==> config.mk <==
export PLATFORM = sky130hd
export DESIGN_NAME = sd_spi_cmd
export DESIGN_NICKNAME = d
export VERILOG_FILES = /design/src/hw/sd_spi_pkg.sv /design/src/hw/sd_spi_clkgen.sv /design/src/hw/sd_spi_cmd.sv /design/src/hw/sd_spi_frame_seq.sv /design/src/hw/sd_spi_shifter.sv
export VERILOG_INCLUDE_DIRS = /design/src /design/src/hw
export SDC_FILE = /design/constraint.sdc
export NUM_CORES = 1
export LEC_CHECK = 0
export ABC_CLOCK_PERIOD_IN_PS = 2000
export BUFFER_PORTS_ARGS = -buffer_cell sky130_fd_sc_hd__buf_2
export CAP_MARGIN = 30
export CORE_MARGIN = 1.5
export CORE_UTILIZATION = 40
export CTS_CLUSTER_DIAMETER = 40
export DETAILED_ROUTE_END_ITERATION = 10
export PLACE_DENSITY = 0.66
export SLEW_MARGIN = 20
export SYNTH_ARGS = -nofsm -noshare
export SYNTH_HDL_FRONTEND = slang
export SYNTH_SLANG_ARGS = --single-unit
==> constraint.sdc <==
create_clock -name spi_clk_i -period 2 [get_ports spi_clk_i]
set_clock_uncertainty 0.15 [all_clocks]
set_input_delay 0.4 -clock spi_clk_i [delete_from_list [all_inputs] [get_ports spi_clk_i]]
set_output_delay 0.4 -clock spi_clk_i [all_outputs]
set_load 0.02 [all_outputs]
==> src/hw/sd_spi_consts.svh <==
`ifndef SD_SPI_CONSTS_SVH
`define SD_SPI_CONSTS_SVH

// Frame layout
// Command bytes go out first, MSB byte leading
`define SD_SPI_CMD_BYTES 6

// Six command bytes plus two listen bytes
`define SD_SPI_FRAME_BYTES 8

// Inter-byte gap
// spi_clk_i cycles with SCK parked low after each byte
`define SD_SPI_GAP_CYCLES 9

// Sent while the card answers, keeps MOSI high
`define SD_SPI_FILL_BYTE 8'hFF

// Divider
// Half period is 2**code cycles, codes from here up saturate at 16
`define SD_SPI_DIV_MAX_CODE 3'd4

`endif

==> src/hw/sd_spi_pkg.sv <==
package sd_spi_pkg;

	typedef logic [7:0]  sd_byte_t;      // One SPI byte
	typedef logic [47:0] sd_cmd_t;       // Full SD command, top byte first
	typedef logic [2:0]  sd_div_code_t;  // SCK divider code
	typedef logic [2:0]  sd_byte_idx_t;  // Byte slot inside a frame

	// Frame sequencer states
	typedef enum logic [1:0] {
		SEQ_IDLE,    // Deselected, waiting for start
		SEQ_SEND,    // Bytes and gaps
		SEQ_FINISH   // One cycle, frame end pulse
	} sd_seq_state_t;

	// Control word from the host side
	typedef struct packed {
		logic         enable;     // Block enable
		logic         start;      // Level, sampled in idle only
		logic         ss_high;    // Keep chip select high, power-up clocks
		logic         msb_first;  // Bit order on the wire
		sd_div_code_t div_code;
	} sd_ctrl_t;

	// Sequencer to shifter
	typedef struct packed {
		logic     load;  // One cycle, starts a byte
		sd_byte_t data;
	} sd_byte_req_t;

	// Shifter back to sequencer
	typedef struct packed {
		logic     done;  // One cycle after the last falling tick
		sd_byte_t data;  // Byte seen on MISO
	} sd_byte_rsp_t;

endpackage

==> src/hw/sd_spi_clkgen.sv <==
`timescale 1ns/1ps
`include "sd_spi_consts.svh"

module sd_spi_clkgen (
	input  logic                     spi_clk_i,
	input  logic                     spi_rst_i,
	input  logic                     run_i,       // High while a byte is on the wire
	input  sd_spi_pkg::sd_div_code_t div_code_i,
	output logic                     sck_o,
	output logic                     rise_o,      // Same cycle SCK goes high
	output logic                     fall_o       // Same cycle SCK goes low
);

	logic [3:0] half_lim;  // Half period minus one
	logic [3:0] cnt_q;
	logic       at_lim;

	// Code 0..3 gives 1,2,4,8 cycles per half period, the rest 16
	always_comb begin
		if (div_code_i >= `SD_SPI_DIV_MAX_CODE) begin
			half_lim = 4'hF;
		end else begin
			half_lim = (4'd1 << div_code_i) - 4'd1;
		end
	end

	assign at_lim = (cnt_q == half_lim);

	always_ff @(posedge spi_clk_i or posedge spi_rst_i) begin
		if (spi_rst_i) begin
			cnt_q  <= 4'd0;
			sck_o  <= 1'b0;
			rise_o <= 1'b0;
			fall_o <= 1'b0;
		end else if (!run_i) begin
			// Parked, SCK idles low (mode 0)
			cnt_q  <= 4'd0;
			sck_o  <= 1'b0;
			rise_o <= 1'b0;
			fall_o <= 1'b0;
		end else begin
			rise_o <= 1'b0;
			fall_o <= 1'b0;
			if (at_lim) begin
				cnt_q  <= 4'd0;
				sck_o  <= ~sck_o;
				rise_o <= ~sck_o;  // Low going high
				fall_o <= sck_o;   // High going low
			end else begin
				cnt_q <= cnt_q + 4'd1;
			end
		end
	end

endmodule

==> src/hw/sd_spi_cmd.sv <==
`timescale 1ns/1ps

module sd_spi_cmd (
	input  logic                 spi_clk_i,
	input  logic                 spi_rst_i,
	input  sd_spi_pkg::sd_ctrl_t ctrl_i,
	input  sd_spi_pkg::sd_cmd_t  cmd_i,
	input  logic                 miso_i,
	output logic                 sck_o,
	output logic                 mosi_o,
	output logic                 ss_o,
	output sd_spi_pkg::sd_byte_t r1_o,
	output logic                 byte_done_o,   // Pulse per byte
	output logic                 frame_done_o   // Pulse per frame
);
	import sd_spi_pkg::*;

	sd_byte_req_t byte_req;  // Sequencer to shifter
	sd_byte_rsp_t byte_rsp;  // Shifter to sequencer
	logic         sck_run;
	logic         sck_rise;
	logic         sck_fall;

	// Byte order, chip select, gap, R1
	sd_spi_frame_seq frame_seq_i (
		.spi_clk_i    (spi_clk_i),
		.spi_rst_i    (spi_rst_i),
		.ctrl_i       (ctrl_i),
		.cmd_i        (cmd_i),
		.rsp_i        (byte_rsp),
		.req_o        (byte_req),
		.ss_o         (ss_o),
		.r1_o         (r1_o),
		.byte_done_o  (byte_done_o),
		.frame_done_o (frame_done_o)
	);

	// Bits on MOSI and MISO
	sd_spi_shifter shifter_i (
		.spi_clk_i   (spi_clk_i),
		.spi_rst_i   (spi_rst_i),
		.req_i       (byte_req),
		.msb_first_i (ctrl_i.msb_first),
		.miso_i      (miso_i),
		.rise_i      (sck_rise),
		.fall_i      (sck_fall),
		.sck_run_o   (sck_run),
		.mosi_o      (mosi_o),
		.rsp_o       (byte_rsp)
	);

	// SCK itself
	sd_spi_clkgen clkgen_i (
		.spi_clk_i  (spi_clk_i),
		.spi_rst_i  (spi_rst_i),
		.run_i      (sck_run),
		.div_code_i (ctrl_i.div_code),
		.sck_o      (sck_o),
		.rise_o     (sck_rise),
		.fall_o     (sck_fall)
	);

endmodule

==> src/hw/sd_spi_frame_seq.sv <==
`timescale 1ns/1ps
`include "sd_spi_consts.svh"

module sd_spi_frame_seq (
	input  logic                     spi_clk_i,
	input  logic                     spi_rst_i,
	input  sd_spi_pkg::sd_ctrl_t     ctrl_i,
	input  sd_spi_pkg::sd_cmd_t      cmd_i,      // Stable until frame_done_o
	input  sd_spi_pkg::sd_byte_rsp_t rsp_i,
	output sd_spi_pkg::sd_byte_req_t req_o,
	output logic                     ss_o,       // Active low chip select
	output sd_spi_pkg::sd_byte_t     r1_o,
	output logic                     byte_done_o,
	output logic                     frame_done_o
);
	import sd_spi_pkg::*;

	sd_seq_state_t state_q;
	sd_byte_idx_t  idx_q;      // Slot of the byte in flight or next
	logic [3:0]    gap_q;      // Gap countdown, zero when not in a gap
	logic          load_q;
	logic          ss_q;
	sd_byte_t      tx_byte_q;  // Byte offered to the shifter
	logic          go;
	logic          last_byte;

	// Slots 0..5 carry the command top byte first, then filler
	function automatic sd_byte_t pick_byte(sd_cmd_t cmd, sd_byte_idx_t idx);
		if (idx < 3'(`SD_SPI_CMD_BYTES)) begin
			return cmd[8 * (`SD_SPI_CMD_BYTES - 1 - int'(idx)) +: 8];
		end
		return `SD_SPI_FILL_BYTE;
	endfunction

	assign go        = ctrl_i.enable && ctrl_i.start;
	assign last_byte = (idx_q == 3'(`SD_SPI_FRAME_BYTES - 1));

	assign req_o        = '{load: load_q, data: tx_byte_q};
	assign ss_o         = ss_q;
	assign frame_done_o = (state_q == SEQ_FINISH);  // Exactly one cycle

	always_ff @(posedge spi_clk_i or posedge spi_rst_i) begin
		if (spi_rst_i) begin
			state_q     <= SEQ_IDLE;
			idx_q       <= '0;
			gap_q       <= 4'd0;
			load_q      <= 1'b0;
			ss_q        <= 1'b1;  // Deselected out of reset
			r1_o        <= 8'hFF;
			byte_done_o <= 1'b0;
		end else begin
			load_q      <= 1'b0;
			byte_done_o <= 1'b0;
			case (state_q)
				SEQ_IDLE: begin
					// Start level only looked at here
					if (go) begin
						state_q <= SEQ_SEND;
						gap_q   <= 4'd0;
						load_q  <= 1'b1;            // Byte 0 right away
						ss_q    <= ctrl_i.ss_high;  // Low unless clock train
					end
				end
				SEQ_SEND: begin
					if (rsp_i.done) begin
						byte_done_o <= 1'b1;
						if (last_byte) begin
							r1_o    <= rsp_i.data;  // Last reply byte is R1
							state_q <= SEQ_FINISH;
						end else begin
							idx_q <= idx_q + 3'd1;
							gap_q <= 4'(`SD_SPI_GAP_CYCLES);
						end
					end else if (gap_q != 4'd0) begin
						gap_q <= gap_q - 4'd1;
						if (gap_q == 4'd1) begin
							load_q <= 1'b1;  // Gap over, next byte
						end
					end
				end
				SEQ_FINISH: begin
					state_q <= SEQ_IDLE;
					idx_q   <= '0;    // Ready for byte 0 of the next frame
					ss_q    <= 1'b1;
				end
				default: begin
					state_q <= SEQ_IDLE;
				end
			endcase
		end
	end

	// Index moves at done, well ahead of the load
	always_ff @(posedge spi_clk_i) begin
		tx_byte_q <= pick_byte(cmd_i, idx_q);
	end

endmodule

==> src/hw/sd_spi_shifter.sv <==
`timescale 1ns/1ps

module sd_spi_shifter (
	input  logic                     spi_clk_i,
	input  logic                     spi_rst_i,
	input  sd_spi_pkg::sd_byte_req_t req_i,
	input  logic                     msb_first_i,
	input  logic                     miso_i,
	input  logic                     rise_i,       // SCK rising tick
	input  logic                     fall_i,       // SCK falling tick
	output logic                     sck_run_o,    // Enables the divider
	output logic                     mosi_o,
	output sd_spi_pkg::sd_byte_rsp_t rsp_o
);
	import sd_spi_pkg::*;

	sd_byte_t   tx_q;       // Outgoing bits, ones fill in behind
	sd_byte_t   rx_q;       // Incoming bits
	logic [3:0] bit_cnt_q;  // Rising ticks seen, 0..8
	logic       busy_q;
	logic       done_q;
	logic       last_fall;

	// Falling tick that closes the eighth bit
	assign last_fall = busy_q && fall_i && (bit_cnt_q == 4'd8);

	// Drop run in the same cycle as the last fall
	// so the divider cannot fire another edge at fast codes
	assign sck_run_o = busy_q && !last_fall;

	// Wire bit picked by order
	assign mosi_o = msb_first_i ? tx_q[7] : tx_q[0];

	assign rsp_o = '{done: done_q, data: rx_q};

	always_ff @(posedge spi_clk_i or posedge spi_rst_i) begin
		if (spi_rst_i) begin
			tx_q      <= 8'hFF;  // MOSI idles high
			bit_cnt_q <= 4'd0;
			busy_q    <= 1'b0;
			done_q    <= 1'b0;
		end else begin
			done_q <= last_fall;
			if (req_i.load) begin
				// First bit is on MOSI before the first rising edge
				tx_q      <= req_i.data;
				bit_cnt_q <= 4'd0;
				busy_q    <= 1'b1;
			end else if (busy_q) begin
				if (rise_i) begin
					bit_cnt_q <= bit_cnt_q + 4'd1;
				end
				if (fall_i) begin
					// Shift on every fall, eight shifts leave all ones
					if (msb_first_i) begin
						tx_q <= {tx_q[6:0], 1'b1};
					end else begin
						tx_q <= {1'b1, tx_q[7:1]};
					end
				end
				if (last_fall) begin
					busy_q <= 1'b0;
				end
			end
		end
	end

	// MISO sampled on the rising tick, same order as transmit
	always_ff @(posedge spi_clk_i) begin
		if (busy_q && rise_i) begin
			if (msb_first_i) begin
				rx_q <= {rx_q[6:0], miso_i};
			end else begin
				rx_q <= {miso_i, rx_q[7:1]};
			end
		end
	end

endmodule

==> flow_summary.json <==
{
  "post-route-min-period_ps": 1948,
  "ys_types": 50,
  "grt_max_degree": 42,
  "coreArea_um2": 7331,
  "via_count": 2318,
  "numClockSinks": 57,
  "ant_nets": 0,
  "p_leak_nw": 1.697,
  "routed_wl_um": 5755,
  "hold_viol": 0,
  "synth-edff-count": 8,
  "p_per_area_nw_per_um2": 911.4,
  "synth_cells": 285,
  "peakVddDrop_mv": 0.4183,
  "grt_overflow_total": 0,
  "drive_gt1_share_pct": 43.94,
  "hpwl_um": 4368,
  "ios": 71,
  "synth_async_sr_flop_share_pct": 71.93,
  "synth_area_leader_cell": "dfrtp_1",
  "whs_ps": 38.91,
  "clk_latency_ps": 330,
  "slew_headroom_pct": 61.53,
  "cp_num_buf_inv": 1,
  "rows": 31,
  "cap_violations": 0,
  "worstPathMaxFanout": 4,
  "clockBufferDepth": 2,
  "port_buffers": 70,
  "antenna_found_initial": 0,
  "antenna_cells": 0,
  "netlist_area_um2": 3072,
  "grt_pass1_wl_um": 10290,
  "cts_tree": "built",
  "drt-pass1-iter-count": 4,
  "end_kind": "flop",
  "globalplace.congestion": 0.8152,
  "cpPeakStageDelay_ps": 380,
  "start_util_pct": 41.90,
  "numPlacedInstances": 454,
  "fmax_mhz": 513.4,
  "synth_seq_area_share_pct": 47.13,
  "postCtsSetupBuffers": 0,
  "cp_data_arrival_time_ps": 2000,
  "drc": 0,
  "cts_buffers": 9,
  "die_width_um": 90.63,
  "cts.htree.levels": 3,
  "nNetsFinal": 434,
  "slowest_stage": "or3_4",
  "critPathKind": "input pin to flop",
  "critPathTopFamily": "compound AO/OA/AOI/OAI gates",
  "grt_usage_pct": 15.62,
  "drt_iter0_drc": 88,
  "final_cell_mix": "buf_2, mux2_2, nand2_1, dfrtp_1, o21ai_0",
  "grt_pass1_vias": 2334,
  "die_h_um": 90.63,
  "postCtsHoldBufs": 0,
  "synth_seq_cells": 57,
  "synth-main-ff-cell": "dfrtp_1",
  "min_path_type": "input pin to async pin",
  "crit_required_ps": 2060,
  "path_cells": "buf_2 > or3_4 > ha_4 > xnor2_1 > o31ai_2 > nand2_2 > o2111ai_1 > o41ai_1",
  "worstMarginPinSlew_ps": 577.1,
  "finalCritPeriodShare_pct": 97.39,
  "syn_to_final_growth_pct": 22.93,
  "ys_top_cells_by_area": "dfrtp_1, dfstp_2, mux2_2",
  "drt-vias-per-instance": 4.932,
  "clockRootBuffer": "clkbuf_8",
  "die-area_um2": 8214,
  "avgSynthCellArea_um2": 10.78,
  "outcome": "finished clean",
  "grt_setup_unrepaired": "no",
  "clk_pin_slew_worst_paths_ps": 70,
  "syn-num-nets": 353,
  "synth_top_area_share_pct": 19.55,
  "slew_violations": 0,
  "start_kind": "input pin",
  "avgRoutedWirePerCell_um": 12.24,
  "final_cell_count_no_fill": 470,
  "ys_warn_count": 0,
  "final-setup-viol-count": 0,
  "mostFrequentLayoutCell": "buf_2"
}
## worst min-delay path, cell delays in order
cell   delay (ps)
buf_2          90
inv_1          40
buf_4         430
## cell usage after synthesis, types with 2 or more instances
cell / count
clkbuf_1: 10
edfxtp_1: 8
o31ai_1: 3
buf_2: 6
inv_1: 20
dfstp_2: 17
nor2b_1: 3
xor2_1: 3
mux2_2: 27
o21ai_0: 22
nor2_1: 20
xnor2_2: 2
xnor2_1: 2
nand2_1: 24
a21oi_1: 14
nand3_1: 4
dfxtp_1: 8
nor3_1: 5
nand2b_1: 3
a31oi_1: 10
mux4_2: 8
ha_1: 10
dfrtp_1: 24
mux2i_1: 6
## area by class of cell
cell class / instances / area, µm²
fill: 671 / 3555
inverter: 20 / 75.07
sequential: 57 / 1448
multi-input combinational: 192 / 1504
timing repair buffer: 86 / 470.5
clock buffer: 12 / 135.1
tap: 99 / 123.9
clock inverter: 4 / 20.02
## metal layers
| layer | part of all wire, % | global-route usage, % | wire length [µm] | up-vias |
|---|---|---|---|---|
| met3 | 6.4 | 6.061 | 366 | 8 |
| met5 | 0 | 0 | 0 | - |
| met2 | 48 | 26.25 | 2746 | 71 |
| met1 | 45 | 18.67 | 2581 | 1068 |
| met4 | 1.1 | 3.968 | 61 | 0 |
| li1 | - | - | - | 1171 |
## sequential cells by signal (all words and copies together), names as in the netlist, 2 cells and up
name,flops
clkgen_i.cnt_q,4
frame_seq_i.gap_q,4
frame_seq_i.idx_q,3
frame_seq_i.r1_o,8
frame_seq_i.state_q,2
frame_seq_i.tx_byte_q,8
shifter_i.bit_cnt_q,4
shifter_i.rx_q,8
shifter_i.tx_q,8
## kinds of logic (layout without fill, tap and decap cells)
| logic type | Yosys count | after routing | share of synthesized area [%] |
|---|---|---|---|
| and+or+nand+nor | 75 | 75 | 12.47 |
| AOI/OAI and AO/OA | 59 | 59 | 11.49 |
| DFF | 57 | 57 | 47.13 |
| buffers and inverters | 36 | 122 | 4.644 |
| muxes | 41 | 41 | 17.72 |
| adders and majority gates | 10 | 10 | 4.073 |
| xor gates and xnor gates | 7 | 7 | 2.485 |
## what timing repair did
| action | in CTS | in global routing |
|---|---|---|
| endpoints found under the hold margin | 0 | 0 |
| gates resized for setup | 0 | 2 |
| endpoints found under the setup margin | 0 | 6 |
## power by group
group | switching (W) | internal, W
clock network | 0.000418 | 0.000441
registers | 0.000225 | 0.00147
logic | 0.000440 | 0.000446
## path summary, 6_finish.rpt
check,startpoint,endpoint,slack (ps),cells after the start
worst max-delay path,ctrl_i[1],clkgen_i.cnt_q[2]$_DFF_PP0_,50,8
worst min-delay path,spi_rst_i,frame_seq_i.gap_q[2]$_DFFE_PP0P_,40,3
worst max register to register,frame_seq_i.gap_q[0]$_DFFE_PP0P_,frame_seq_i.gap_q[1]$_DFFE_PP0P_,120,6
worst min register to register,frame_seq_i.tx_byte_q[2]$_SDFF_PP1_,shifter_i.tx_q[2]$_DFFE_PP1P_,260,2
max in group asynchronous,spi_rst_i,shifter_i.tx_q[5]$_DFFE_PP1P_,1290,3
min in group spi_clk_i,ctrl_i[4],frame_seq_i.ss_o$_DFFE_PP1P_,160,3
## stage by stage
stage | setup TNS [ps] | area, µm² | util [%] | power, W | setup WS [ps]
floorplan | -558.2 | 3084 | - | 0.002343 | -139.7
global placement | -1614 | 3611 | 49.26 | 0.002563 | -279.5
detailed placement | -1940 | 3611 | 49.26 | 0.002603 | -326.9
CTS | 0 | 3766 | 51.37 | 0.003481 | 29.70
global route | 0 | 3776 | 51.51 | 0.003705 | 18.15
finish | 0 | 3776 | 51.51 | 0.003442 | 52.27
(Power assumes the default switching activity.)
